`src/logic/rv_wb_pkg.sv`:
```
/*
 * Shared definitions for the write-back end of the RV32 integer pipeline.
 * Widths, opcode and func3 codes, exception cause indices, stage structs
 * and the data-memory FSM states. Modules refer to them by scoped name.
 */
package rv_wb_pkg;

  ////////////////////
  // Widths and base types
  ////////////////////
  localparam int XLEN     = 32;
  localparam int EXC_SIZE = 16;

  typedef logic [XLEN-1:0]     xlen_t;
  typedef logic [31:0]         instr_t;
  typedef logic [4:0]          reg_idx_t;
  typedef logic [EXC_SIZE-1:0] exc_t;

  // Exception cause bit positions in exc_t
  localparam int CAUSE_MISALIGNED_LOAD     = 4;
  localparam int CAUSE_LOAD_ACCESS_FAULT   = 5;
  localparam int CAUSE_MISALIGNED_STORE    = 6;
  localparam int CAUSE_STORE_ACCESS_FAULT  = 7;
  localparam int CAUSE_LOAD_PAGE_FAULT     = 13;
  localparam int CAUSE_STORE_PAGE_FAULT    = 15;

  // Major opcodes, instr[6:2]
  localparam logic [4:0] OPC_LOAD     = 5'b00000;
  localparam logic [4:0] OPC_MISC_MEM = 5'b00011;
  localparam logic [4:0] OPC_STORE    = 5'b01000;
  localparam logic [4:0] OPC_STORE_FP = 5'b01001;
  localparam logic [4:0] OPC_BRANCH   = 5'b11000;

  // Load widths, instr[14:12]
  localparam logic [2:0] F3_LB  = 3'b000;
  localparam logic [2:0] F3_LH  = 3'b001;
  localparam logic [2:0] F3_LW  = 3'b010;
  localparam logic [2:0] F3_LBU = 3'b100;
  localparam logic [2:0] F3_LHU = 3'b101;

  // addi x0, x0, 0
  localparam instr_t INSTR_NOP = 32'h0000_0013;
  localparam xlen_t  PC_INIT   = 32'h8000_0000;

  // Request cycles before a silent memory counts as an access fault
  localparam int TIMEOUT_CYCLES = 8;
  typedef logic [3:0] timer_cnt_t;

  ////////////////////
  // Stage structs
  ////////////////////
  typedef struct packed {
    xlen_t  pc;
    instr_t instr;
    logic   bubble;
    exc_t   exception;
    xlen_t  r;        // ALU result
    xlen_t  memadr;
  } mem_op_t;

  typedef struct packed {
    logic  ack;
    logic  err;
    logic  page_fault;
    xlen_t q;
  } dmem_rsp_t;

  typedef struct packed {
    xlen_t    pc;
    instr_t   instr;
    logic     bubble;
    exc_t     exception;
    xlen_t    badaddr;
    reg_idx_t dst;
    xlen_t    r;
    logic     we;
  } wb_out_t;

  typedef enum logic {
    DMEM_IDLE,
    DMEM_WAIT
  } dmem_state_e;

endpackage

```
`src/logic/rv_dmem_fsm.sv`:
```
/*
 * Data-memory access sequencer. One access per load or store.
 * Leaves idle when the stage flags an access, holds the request in
 * the wait state and drops it on ack, err or timeout.
 */
`timescale 1ns/1ps

module rv_dmem_fsm (
  input  logic clk_i,
  input  logic rst_ni,
  // Held operation needs a memory access
  input  logic access_i,
  // Ack, err or timeout this cycle
  input  logic resp_i,
  output logic req_o,
  output logic busy_o
);

  rv_wb_pkg::dmem_state_e state_q;
  rv_wb_pkg::dmem_state_e state_d;

  ////////////////////
  // Next state
  ////////////////////
  always_comb begin
    state_d = state_q;
    case (state_q)
      rv_wb_pkg::DMEM_IDLE: begin
        // Request goes out the cycle after the op shows up
        if (access_i) begin
          state_d = rv_wb_pkg::DMEM_WAIT;
        end
      end
      rv_wb_pkg::DMEM_WAIT: begin
        // Stage captures on this same edge
        if (resp_i) begin
          state_d = rv_wb_pkg::DMEM_IDLE;
        end
      end
      default: begin
        state_d = rv_wb_pkg::DMEM_IDLE;
      end
    endcase
  end

  always_ff @(posedge clk_i or negedge rst_ni) begin
    if (!rst_ni) begin
      state_q <= rv_wb_pkg::DMEM_IDLE;
    end else begin
      state_q <= state_d;
    end
  end

  // Request level for the memory
  assign req_o  = (state_q == rv_wb_pkg::DMEM_WAIT);
  // Qualifies ack and err in the stage
  assign busy_o = (state_q == rv_wb_pkg::DMEM_WAIT);

endmodule

```
`src/logic/rv_dmem_timer.sv`:
```
/*
 * Wait-cycle counter for the data-memory request.
 * Flags the last allowed request cycle of an unanswered access.
 */
`timescale 1ns/1ps

module rv_dmem_timer (
  input  logic clk_i,
  input  logic rst_ni,
  input  logic req_i,
  output logic timeout_o
);

  rv_wb_pkg::timer_cnt_t cnt_q;

  // Counts request cycles already spent, cleared once req drops
  always_ff @(posedge clk_i or negedge rst_ni) begin
    if (!rst_ni) begin
      cnt_q <= '0;
    end else if (!req_i) begin
      cnt_q <= '0;
    end else begin
      cnt_q <= cnt_q + rv_wb_pkg::timer_cnt_t'(1);
    end
  end

  // Current cycle is request cycle number TIMEOUT_CYCLES
  assign timeout_o = req_i &&
    (cnt_q == rv_wb_pkg::timer_cnt_t'(rv_wb_pkg::TIMEOUT_CYCLES - 1));

endmodule

```
`src/logic/rv_load_align.sv`:
```
/*
 * Load data extraction for RV32.
 * Moves the addressed byte or half-word down to bit 0 and extends it
 * by func3. Purely combinational.
 */
`timescale 1ns/1ps

module rv_load_align (
  input  rv_wb_pkg::instr_t instr_i,
  input  rv_wb_pkg::xlen_t  adr_i,
  input  rv_wb_pkg::xlen_t  q_i,
  output rv_wb_pkg::xlen_t  load_data_o
);

  logic [2:0]       func3;
  rv_wb_pkg::xlen_t q_sh;

  assign func3 = instr_i[14:12];

  // Byte lane select, shift by 8 * adr[1:0]
  assign q_sh = q_i >> {adr_i[1:0], 3'b000};

  always_comb begin
    case (func3)
      rv_wb_pkg::F3_LB: begin
        load_data_o = {{(rv_wb_pkg::XLEN - 8){q_sh[7]}}, q_sh[7:0]};
      end
      rv_wb_pkg::F3_LH: begin
        load_data_o = {{(rv_wb_pkg::XLEN - 16){q_sh[15]}}, q_sh[15:0]};
      end
      rv_wb_pkg::F3_LBU: begin
        load_data_o = {{(rv_wb_pkg::XLEN - 8){1'b0}}, q_sh[7:0]};
      end
      rv_wb_pkg::F3_LHU: begin
        load_data_o = {{(rv_wb_pkg::XLEN - 16){1'b0}}, q_sh[15:0]};
      end
      // Aligned word, no lane move
      rv_wb_pkg::F3_LW: begin
        load_data_o = q_i;
      end
      default: begin
        load_data_o = q_sh;
      end
    endcase
  end

endmodule

```
`src/logic/rv_wb_stage.sv`:
```
/*
 * Write-back register stage. Decodes the memory op, detects misalignment,
 * merges memory faults into the exception vector and drives the
 * register-file write port. Stalls while a data access is outstanding.
 */
`timescale 1ns/1ps

module rv_wb_stage (
  input  logic                 clk_i,
  input  logic                 rst_ni,
  input  rv_wb_pkg::mem_op_t   mem_op_i,
  input  rv_wb_pkg::dmem_rsp_t rsp_i,
  input  logic                 timeout_i,
  input  logic                 busy_i,
  input  rv_wb_pkg::xlen_t     load_data_i,
  output logic                 access_o,
  output logic                 stall_o,
  output rv_wb_pkg::wb_out_t   wb_o
);

  logic [4:0]          opcode;
  logic [2:0]          func3;
  rv_wb_pkg::reg_idx_t dst;
  logic                is_load;
  logic                is_store;
  logic                mem_ok;
  logic                misaligned;
  logic                answered;
  logic                acc_fault;
  logic                pg_fault;
  logic                mem_cause;
  logic                writes;
  logic                we_d;
  rv_wb_pkg::exc_t     exc_d;

  // Stage registers
  rv_wb_pkg::xlen_t    pc_q;
  rv_wb_pkg::instr_t   instr_q;
  logic                bubble_q;
  rv_wb_pkg::exc_t     exc_q;
  logic                we_q;
  rv_wb_pkg::xlen_t    badaddr_q;
  rv_wb_pkg::reg_idx_t dst_q;
  rv_wb_pkg::xlen_t    r_q;

  ////////////////////
  // Decode
  ////////////////////
  assign opcode   = mem_op_i.instr[6:2];
  assign func3    = mem_op_i.instr[14:12];
  assign dst      = mem_op_i.instr[11:7];
  assign is_load  = (opcode == rv_wb_pkg::OPC_LOAD);
  assign is_store = (opcode == rv_wb_pkg::OPC_STORE);

  // Live memory op, no earlier trap pending
  assign mem_ok = (is_load | is_store) & ~mem_op_i.bubble & ~(|mem_op_i.exception);

  // func3[1:0] gives the size for loads and stores alike
  assign misaligned =
    ((func3[1:0] == rv_wb_pkg::F3_LH[1:0]) & mem_op_i.memadr[0]) |
    ((func3[1:0] == rv_wb_pkg::F3_LW[1:0]) & (|mem_op_i.memadr[1:0]));

  // Misaligned ops never reach the memory
  assign access_o = mem_ok & ~misaligned;

  ////////////////////
  // Memory response
  ////////////////////
  assign answered  = busy_i & (rsp_i.ack | rsp_i.err);
  // An ack in the last wait cycle beats the timeout
  assign acc_fault = busy_i & (rsp_i.err | (timeout_i & ~rsp_i.ack));
  assign pg_fault  = answered & rsp_i.page_fault;

  assign stall_o = access_o & ~(answered | (busy_i & timeout_i));

  // Merge memory causes, split load / store
  always_comb begin
    exc_d = mem_op_i.exception;
    if (mem_ok) begin
      exc_d[rv_wb_pkg::CAUSE_MISALIGNED_LOAD]    = is_load & misaligned;
      exc_d[rv_wb_pkg::CAUSE_MISALIGNED_STORE]   = is_store & misaligned;
      exc_d[rv_wb_pkg::CAUSE_LOAD_ACCESS_FAULT]  = is_load & acc_fault;
      exc_d[rv_wb_pkg::CAUSE_STORE_ACCESS_FAULT] = is_store & acc_fault;
      exc_d[rv_wb_pkg::CAUSE_LOAD_PAGE_FAULT]    = is_load & pg_fault;
      exc_d[rv_wb_pkg::CAUSE_STORE_PAGE_FAULT]   = is_store & pg_fault;
    end
  end

  assign mem_cause = exc_d[rv_wb_pkg::CAUSE_MISALIGNED_LOAD] |
                     exc_d[rv_wb_pkg::CAUSE_MISALIGNED_STORE] |
                     exc_d[rv_wb_pkg::CAUSE_LOAD_ACCESS_FAULT] |
                     exc_d[rv_wb_pkg::CAUSE_STORE_ACCESS_FAULT] |
                     exc_d[rv_wb_pkg::CAUSE_LOAD_PAGE_FAULT] |
                     exc_d[rv_wb_pkg::CAUSE_STORE_PAGE_FAULT];

  ////////////////////
  // Register-file write
  ////////////////////
  always_comb begin
    case (opcode)
      rv_wb_pkg::OPC_STORE,
      rv_wb_pkg::OPC_STORE_FP,
      rv_wb_pkg::OPC_BRANCH,
      rv_wb_pkg::OPC_MISC_MEM: writes = 1'b0;
      default:                 writes = 1'b1;
    endcase
  end

  assign we_d = writes & ~mem_op_i.bubble & ~(|exc_d) & (|dst);

  always_ff @(posedge clk_i or negedge rst_ni) begin
    if (!rst_ni) begin
      pc_q     <= rv_wb_pkg::PC_INIT;
      instr_q  <= rv_wb_pkg::INSTR_NOP;
      bubble_q <= 1'b1;
      exc_q    <= '0;
      we_q     <= 1'b0;
    end else begin
      if (!stall_o) begin
        pc_q     <= mem_op_i.pc;
        instr_q  <= mem_op_i.instr;
        bubble_q <= mem_op_i.bubble;
        exc_q    <= exc_d;
      end
      // No repeated write while the next op waits on memory
      we_q <= we_d & ~stall_o;
    end
  end

  always_ff @(posedge clk_i) begin
    if (!stall_o) begin
      dst_q     <= dst;
      r_q       <= is_load ? load_data_i : mem_op_i.r;
      badaddr_q <= mem_cause ? mem_op_i.memadr : mem_op_i.pc;
    end
  end

  always_comb begin
    wb_o.pc        = pc_q;
    wb_o.instr     = instr_q;
    wb_o.bubble    = bubble_q;
    wb_o.exception = exc_q;
    wb_o.badaddr   = badaddr_q;
    wb_o.dst       = dst_q;
    wb_o.r         = r_q;
    wb_o.we        = we_q;
  end

endmodule

```
`src/logic/rv_wb_top.sv`:
```
/*
 * Top of the memory-response and write-back end. Connects the access
 * FSM, the wait timer, the load aligner and the write-back stage to the
 * data memory and the register-file write port.
 */
`timescale 1ns/1ps

module rv_wb_top (
  input  logic                 clk_i,
  input  logic                 rst_ni,
  // From the memory stage, held while stall_o is high
  input  rv_wb_pkg::mem_op_t   mem_op_i,
  // Data memory
  input  rv_wb_pkg::dmem_rsp_t dmem_rsp_i,
  output logic                 dmem_req_o,
  output rv_wb_pkg::xlen_t     dmem_adr_o,
  output logic                 stall_o,
  // Register-file write port and trap info
  output rv_wb_pkg::wb_out_t   wb_o
);

  logic             access;
  logic             busy;
  logic             timeout;
  rv_wb_pkg::xlen_t load_data;

  assign dmem_adr_o = mem_op_i.memadr;

  rv_dmem_fsm i_fsm (
    .clk_i    (clk_i),
    .rst_ni   (rst_ni),
    .access_i (access),
    .resp_i   (dmem_rsp_i.ack | dmem_rsp_i.err | timeout),
    .req_o    (dmem_req_o),
    .busy_o   (busy)
  );

  rv_dmem_timer i_timer (
    .clk_i     (clk_i),
    .rst_ni    (rst_ni),
    .req_i     (dmem_req_o),
    .timeout_o (timeout)
  );

  rv_load_align i_align (
    .instr_i     (mem_op_i.instr),
    .adr_i       (mem_op_i.memadr),
    .q_i         (dmem_rsp_i.q),
    .load_data_o (load_data)
  );

  rv_wb_stage i_stage (
    .clk_i       (clk_i),
    .rst_ni      (rst_ni),
    .mem_op_i    (mem_op_i),
    .rsp_i       (dmem_rsp_i),
    .timeout_i   (timeout),
    .busy_i      (busy),
    .load_data_i (load_data),
    .access_o    (access),
    .stall_o     (stall_o),
    .wb_o        (wb_o)
  );

endmodule

```
`config.mk`:
```
export PLATFORM = sky130hd
export DESIGN_NAME = rv_wb_top
export DESIGN_NICKNAME = d
export VERILOG_FILES = /design/src/logic/rv_wb_pkg.sv /design/src/logic/rv_dmem_fsm.sv /design/src/logic/rv_dmem_timer.sv /design/src/logic/rv_load_align.sv /design/src/logic/rv_wb_stage.sv /design/src/logic/rv_wb_top.sv
export SDC_FILE = /design/constraint.sdc
export NUM_CORES = 1
export LEC_CHECK = 0
export BUFFER_PORTS_ARGS = -buffer_cell sky130_fd_sc_hd__buf_4
export CORE_ASPECT_RATIO = 0.7
export CORE_MARGIN = 4
export CORE_UTILIZATION = 47
export CTS_CLUSTER_SIZE = 12
export DETAILED_ROUTE_END_ITERATION = 6
export HOLD_SLACK_MARGIN = 0.03
export PLACE_DENSITY = 0.92
export SLEW_MARGIN = 20
export SYNTH_ARGS = -nofsm -noshare
export SYNTH_HDL_FRONTEND = slang
export SYNTH_HIERARCHICAL = 1
export SYNTH_SLANG_ARGS = --single-unit
```
`constraint.sdc`:
```
create_clock -name clk_i -period 4.1 [get_ports clk_i]
set_input_delay 0.82 -clock clk_i [delete_from_list [all_inputs] [get_ports clk_i]]
set_output_delay 0.82 -clock clk_i [all_outputs]
set_load 0.01 [all_outputs]
```
* Yosys cells after proc, flatten, opt, wreduce, memory -nomap -nowiden *
Index checks and enable logic that the tools add are counted.

storage, ports and cells
  register bits after elaboration = 156
  logic and storage cells = 82
  output and inout bits = 185

operators by class
  shifts and indexed selects = 1
  reductions and logical operators = 8
  add/subtract/negate cells = 1
  bitwise operators = 40
  eq/ne operators = 11
  muxes and demuxes = 11

operators with widths
  operator             count
  $pmux 32 s5          1
  $mux 32              2
  $reduce_or 16->1     2
  $shr 32x5->32        1
  $and 1x1->1          21
  $or 1x1->1           11
  $eq 5x4->1 const B   2
  $mux 4               2
  $not 1->1            8
  $eq 3x3->1 const B   2
  $eq 5x2->1 const B   1
  $eq 5x5->1 const B   1
  $logic_not 5->1      1
  $mux 1               5
  $reduce_or 5->1      1
  $add 4x1->4 const B  1
  $eq 4x3->1 const B   1
  $reduce_or 4->1      1
  $eq 3x1->1 const B   1
  $eq 3x2->1 const B   1
  $logic_not 3->1      1
  $eq 2x1->1 const B   1
  $eq 2x2->1 const B   1
  $pmux 1 s2           1
  other kinds (2)      2

* Logic depth before layout (Yosys ltp) *
Gate-level depths: netlist of run 1.

  depth after elaboration = 13
  mapped depth = 7
  depth with buffers taken out = 6

* Cells and area by module *
The synthesis of run 1 kept the hierarchy.

modules (own cells, without submodules)
  module         cells each  area an instance (um^2)  times used
  rv_wb_stage    350         6288.5                   1
  rv_load_align  149         948.4                    1
  rv_wb_top      33          246.5                    1
  rv_dmem_timer  14          176.4                    1
  rv_dmem_fsm    4           46.3                     1

* Worst setup path before layout of run 1 *
No wires, ideal clock.

  kind = input -> output
  start point = input mem_op_i[71] (netlist name)
  end point = output stall_o
  path buffers = 1
  stages on the path = 6
  slack = 609 ps
  data arrival time = 2671 ps
  cells stage by stage = nor4_2 nand2_1 or3_1 or3_4 clkinv_4 buf_4

on the way
  longest elaborated chain between the ends = 5

ends and longest elaborated chain
  element           line               RTL
  from (decl)       rv_wb_top.sv:12    input rv_wb_pkg::mem_op_t mem_op_i,
  $reduce_or 16->1  rv_wb_stage.sv:56  assign mem_ok = (is_load | is_store) & ~mem_op_i.bubble & ~(|mem_op_i.exception);
  $not 1->1         rv_wb_stage.sv:56
  $and 1x1->1       rv_wb_stage.sv:56
  $and 1x1->1       rv_wb_stage.sv:64  assign access_o = mem_ok & ~misaligned;
  $and 1x1->1       rv_wb_stage.sv:74  assign stall_o = access_o & ~(answered | (busy_i & timeout_i));
  to (decl)         rv_wb_top.sv:17    output logic stall_o,

Every way passes these cells.

* Worst setup path after layout of run 1 *
  start point = input mem_op_i[75] (netlist name)
  end point = output stall_o

Same word-level chain as after synthesis.

==> results of run 1 <==
layout make-up:
cell class	count	area share [%]
clock buffer	19	4.14
clock inverter	13	1.37
multi-input combinational	329	27.2
timing repair buffer	372	25.7
inverter	5	0.217
sequential	156	38.9
tap	220	2.52
sequential cells by signal, indices dropped and copies added (netlist names), 4 cells and up:
| name | cells |
|---|---|
| i_stage/badaddr_q | 32 |
| i_stage/dst_q | 5 |
| i_stage/exc_q | 16 |
| i_stage/instr_q | 32 |
| i_stage/pc_q | 32 |
| i_stage/r_q | 32 |
| i_timer/cnt_q | 4 |
placed cells by master, fill, tap and decap left out, types with 8 or more instances in the layout:
| cell type | instances |
|---|---|
| a21o_1 | 24 |
| a21oi_2 | 8 |
| buf_4 | 371 |
| clkbuf_16 | 17 |
| dfrtp_1 | 82 |
| edfxtp_1 | 69 |
| mux2_1 | 8 |
| mux2_2 | 69 |
| mux2_4 | 50 |
| mux2i_1 | 13 |
| nand2_1 | 20 |
| nor2_1 | 25 |
| nor2b_1 | 11 |
| o21ai_0 | 23 |
critical path, cell delays in order:
cell and delay (ns):
buf_4 0.11, nor4_1 0.36, nand3_1 0.25, or3_1 0.38
or3_4 0.39, clkinv_4 0.12, buf_4 0.15
worst max-delay path by stage:
stage                         end
final                     stall_o
after global routing      stall_o
after CTS                 stall_o
after detailed placement  stall_o
after global placement    stall_o
after floorplan           stall_o
stage by stage:
stage	cell area, µm²	setup slack (ns)
final	10900	0.682
after global routing	10900	0.572
after CTS	10900	0.696
after detailed placement	10300	0.718
after global placement	10300	0.729
after floorplan	7710	0.609
layer usage:
layer / global-route usage [%] / up-vias
met4: 5.63 / 0
met5: 0 / -
met2: 43.6 / 311
met1: 30.9 / 2920
li1: - / 2668
met3: 8.03 / 24
where the power goes:
| part | leakage (nW) | total, mW | switching (mW) | internal [mW] |
|---|---|---|---|---|
| clock network | 0.291 | 1.62 | 0.719 | 0.901 |
| logic | 3.07 | 0.624 | 0.275 | 0.348 |
| registers | 1.75 | 1.76 | 0.0395 | 1.72 |
| total | 5.11 | 4.00 | 1.03 | 2.97 |
cells by family (layout without fill, tap and decap cells):
group / count (synthesis) / after routing / synth area share (%)
compound gates: 103 / 103 / 9.68
mux: 140 / 140 / 22.7
flops: 156 / 156 / 55.2
simple gates: 84 / 84 / 5.68
fa+ha+maj: 1 / 1 / 0.162
buf+inv: 65 / 409 / 6.46
xor+xnor: 1 / 1 / 0.114
==> results.md, run 1 <==
- Core Box Area: 0.0158 mm²
- TritonCTS Buffers: 17
- LEAKAGE: 5.11 nW
- Hold Path Origin: i_timer/cnt_q[0]
- FF-to-FF setup slack: 1.36 ns
- Share of cells above drive strength 1: 61.3%
- Syn nets: 733
- Wire per inst: 21.5 µm
- Clock Pin Slew Worst Setup and Hold Paths: 0.07 ns
- FF+latch count, synth: 156
- Num ports: 367
- Asr flop ratio synth: 55.8%
- Wire length on met2: 12,200 µm
- WL met1: 9190 µm
- Most common cell in the synthesized netlist: dfrtp_1
- Register area: 0.00426 mm²
- First-pass detailed-route iteration total: 5
- Most used DFF post-synth: dfrtp_1
- Final Cycle Share: 83.4%
- Worst-margin pin slew: 1.01 ns
- Hold WS: 0.465 ns
- Drc violations: 0
- Startpoint Class: input port
- # setup viols final: 0
- RSZ-0062 raised after global routing: no
- Power Density: 366 mW/mm²
- Synth area leader: edfxtp_1
- WP data required: 3.28 ns
- Filler cells: 1,141
- Post-layout util: 69.3%
- Vias in the first global route: 6,154
- Max FO, Critical Path: 8
- Post-Synthesis Cells: 550
- Register-to-Register Path Depth: 7
- Synthesized area per cell: 14.0 µm²
- Htree depth: 4
- Crit path DAT: 2.60 ns
- Initial Util: 48.8%
- Detailed Place HPWL: 18,100 µm
- Placement row count: 38
- Final WL: 23,900 µm
- Area share of the largest cell type after synthesis: 26.9%
- Fraction of the yosys area taken by sequential cells: 55.2%
- Post-CTS sizing: 0
- Layout Cells excl Fill: 1,114
- Met3 Routed Length: 2190 µm
- Post-CTS Hold Buffers: 0
- Post-route ant nets: 0
- TNS Setup: 0 ns
- DR vias: 5,923
- CTS root buf: clkbuf_16
- CTS Sinks: 156
- Congestion Overflow GR: 0
- Initial antenna violation count: 0
- Top sig layer: met4
- Routability cong.: 0.891
- Multi-input gate area: 0.00297 mm²
- CTS tree: done
- Inst Count DP: 1,082
- Design Power: 4.00 mW
- PortBufs: 366
- Post-synth EDFFs: 69
- Status: completed
- Syn Std Cell Area: 0.00771 mm²
- Max Fclk: 293 MHz
- Crit Path Class: in -> out
- Hold Path Depth: 1
- R2r endpoint: i_stage/badaddr_q[22]
- Die H: 115 µm
- Hold Vio Cnt, Final: 0
- Worst-Skew Late Latency: 0.41 ns
- Gr usage total: 25.0%
- CP Capture Type: output port
- Final Skew: 0.0146 ns
- CTS max path bufs: 2
- Final Max Tran Viols: 0
- Synth-to-layout area growth: 41.9%
- Hold EP: i_timer/cnt_q[0]
- Synth warn: 6
- Top cells by area, synth: edfxtp_1 (27%), dfrtp_1 (27%), mux2_2 (10%), mux2_4 (9.7%), buf_4 (3.6%)
- Net count, final: 1,064
- Slew HR: 33.0%
- Global-route wire length before repair: 35,900 µm
- Crit path from: mem_op_i[75]
- Max Cap Viol: 0
- Die Area: 0.0185 mm²
- Largest net degree at the start of global routing: 76
- Synth unique cells: 54
- Initial DRC Count: 450
- Die Width: 161 µm
- Setup Buffers After CTS: 0
- Commonest cells post-synth: dfrtp_1 (82), edfxtp_1 (69), mux2_2 (69)
- ANT cells: 0
- Minimum clock period: 3.42 ns
- IR drop worst, VDD: 0.338 mV
- FF-to-FF Start: i_timer/cnt_q[0]
- Min-Delay Path Class: reg -> reg
- Via density: 5.32
(Power assumes the default switching activity.)
==> run 2: changes to the inputs <==
==> constraint.sdc (replaced) <==
create_clock -name clk_i -period 3.5 [get_ports clk_i]
set_input_delay 0.7 -clock clk_i [delete_from_list [all_inputs] [get_ports clk_i]]
set_output_delay 0.7 -clock clk_i [all_outputs]
set_load 0.01 [all_outputs]
==> run 2 against run 1 <==
Count of clock-buffer cells in the layout is 2 higher. Clock power up 6%. Power up 12%. Setup slack worse by 0.34 ns. Hold slack got worse by 0.040 ns. Final area shrank 0.27%. Utilization shrank 0.19 points. Largest power group unchanged.
==> results.md, run 2 (synthesis gave the netlist of run 1 again) <==
- Status: completed
- First-pass detailed-route iteration total: 5 (unchanged)
- Startpoint Class: input port
- # setup viols final: 0 (unchanged)
- Setup ws final: 0.338 ns (-0.343 ns)
- Post-layout instance area: 0.0109 mm² (-0.27%)
- Slew HR: 32.6% (-0.36 points)
- Share of cells above drive strength 1: 61.1% (-0.16 points)
- Final Cycle Share: 90.3%
- Initial antenna violation count: 0 (unchanged)
- Register-to-Register Path Depth: 7 (unchanged)
- Layout Cells excl Fill: 1,118 (+0.36%)
- Final WL: 23,600 µm (-1.4%)
- Drc violations: 0 (unchanged)
- Gr usage total: 24.6% (-0.45 points)
- Final Max Tran Viols: 0 (unchanged)
- LEAKAGE: 5.10 nW (-0.15%)
- Power Density: 413 mW/mm² (+13%)
- Post-route ant nets: 0 (unchanged)
- Routability cong.: 0.876 (-1.6%)
- RSZ-0062 raised after global routing: no
- TNS Setup: 0 ns (unchanged)
- DR vias: 5,928 (+0.084%)
- Detailed Place HPWL: 17,800 µm (-1.8%)
- PortBufs: 366 (unchanged)
- P_sw: 1.12 mW (+8.4%)
- Minimum clock period: 3.16 ns
- DP Worst Slack: 0.361 ns (-0.358 ns)
- Crit path DAT: 2.46 ns (-0.14 ns)
- P_int: 3.38 mW (+14%)
- FF-to-FF setup slack: 0.84 ns (-0.52 ns)
- Design Power: 4.50 mW (+12%)
- Inst Count DP: 1,086 (+0.37%)
- Clock Pin Slew Worst Setup and Hold Paths: 0.07 ns (about the same)
- Core Box Area: 0.0158 mm² (unchanged)
- Crit Path Class: in -> out
- Post-layout util: 69.1% (-0.19 points)
- Post-CTS Hold Buffers: 0 (unchanged)
- ANT cells: 0 (unchanged)
- Die Area: 0.0185 mm² (unchanged)
- Synth-to-layout area growth: 41.5%
- FF-to-FF Start: i_timer/cnt_q[0]
- Max Fclk: 316 MHz
- Dpl cell area: 0.0104 mm² (+0.29%)
- Worst-margin pin slew: 1.01 ns (+0.00537 ns)
- IR drop worst, VDD: 0.332 mV (-1.7%)
- Commonest non-fill, non-tap cell in the layout: buf_4
- Sw frac: 24.9% (-0.93 points)
- Post-CTS sizing: 0 (unchanged)
- Filler cells: 1,161 (+1.8%)
- TritonCTS Buffers: 17 (unchanged)
- CTS max path bufs: 2 (unchanged)
- Num ports: 367 (unchanged)
- Placement row count: 38 (unchanged)
- Congestion Overflow GR: 0 (unchanged)
- Hold Vio Cnt, Final: 0 (unchanged)
- CTS root buf: clkbuf_16
- Initial Util: 48.8% (unchanged)
- Crit path from: mem_op_i[75]
- Max Cap Viol: 0 (unchanged)
- Die Width: 161 µm (unchanged)
- CP Capture Point: stall_o
- Seq pwr share: 45.8% (+1.8 points)
- Net count, final: 1,068 (+0.38%)
- Most frequent cells in the layout: buf_4 (375), dfrtp_1 (82), mux2_2 (69), edfxtp_1 (69), mux2_4 (50)
- Min-Delay Path Class: in -> async
- WP data required: 2.80 ns (-0.48 ns)
- Via density: 5.30 (-0.27%)
- Hold WS: 0.425 ns (-0.0402 ns)
- Largest net degree at the start of global routing: 78 (+2.6%)
- CTS Sinks: 156 (unchanged)
- Setup Buffers After CTS: 0 (unchanged)
- Final Skew: 0.00970 ns (-0.00489 ns)
- Vias in the first global route: 6,134 (-0.32%)
- CTS tree: done
- Initial DRC Count: 491 (+9.1%)
- Worst-Skew Late Latency: 0.41 ns (about the same)
- Htree depth: 4 (unchanged)
- Combinational share of power: 16.2% (+0.6 points)
- Max FO, Critical Path: 24 (+16)
- Wire per inst: 21.1 µm (-1.8%)
- Clock power share: 38.0% (-2.5 points)
- Global-route wire length before repair: 35,300 µm (-1.9%)
- CP Capture Type: output port
- Die H: 115 µm (unchanged)
- R2r endpoint: i_stage/badaddr_q[9]
run 2: cell types whose count changed in the layout (fill, tap and decap cells not counted), sizes merged:
cell / previous run / this run
clkinv: 4 / 5
clkbuf: 19 / 21
inv: 11 / 9
buf: 372 / 376
bufinv: 1 / 0
run 2: worst min path at each step:
stage | slack (ns) | cells after the start | start | to
after floorplan | 0.40 | 0 | rst_ni | i_fsm/busy_o
after global placement | 0.45 | 1 | i_timer/cnt_q[0] | i_timer/cnt_q[0]
after detailed placement | 0.46 | 1 | i_timer/cnt_q[0] | i_timer/cnt_q[0]
after CTS | 0.46 | 2 | mem_op_i[73] | i_stage/exc_q[9]
after global routing | 0.46 | 2 | mem_op_i[80] | i_stage/bubble_q
final | 0.42 | 1 | rst_ni | i_stage/instr_q[21]
run 2: cell type report:
class                      instances  area, µm²  area share [%]
tap                              220        275            2.52
clock inverter                    11       82.6           0.757
clock buffer                      21        460            4.22
multi-input combinational        329       2970            27.2
inverter                           5       23.8           0.218
timing repair buffer             376       2840            26.0
sequential                       156       4260            39.0
run 2: layer usage:
metal  up-vias  GRT usage [%]  part of all wire, %
li1       2675              -                    -
met1      2953           30.4                   40
met2       278           42.8                   51
met3        22           7.56                  7.6
met4         0           5.80                  1.2
met5         -              0                    0
run 2: worst max-delay path, cell delays in order:
cell,delay [ns]
buf_4,0.11
nor4_1,0.41
nand3_1,0.16
or3_1,0.35
or3_4,0.39
clkinv_4,0.17
buf_4,0.16
run 2: power by group through the flow:
stage	Sequential, mW	Clock, mW	Combinational [mW]
2_1_floorplan	2.14	0	0.252
3_3_place_gp	2.09	0	0.712
3_5_place_dp	2.10	0	0.729
4_1_cts	2.06	1.75	0.732
5_1_grt	2.07	1.84	0.776
6_report	2.06	1.71	0.729
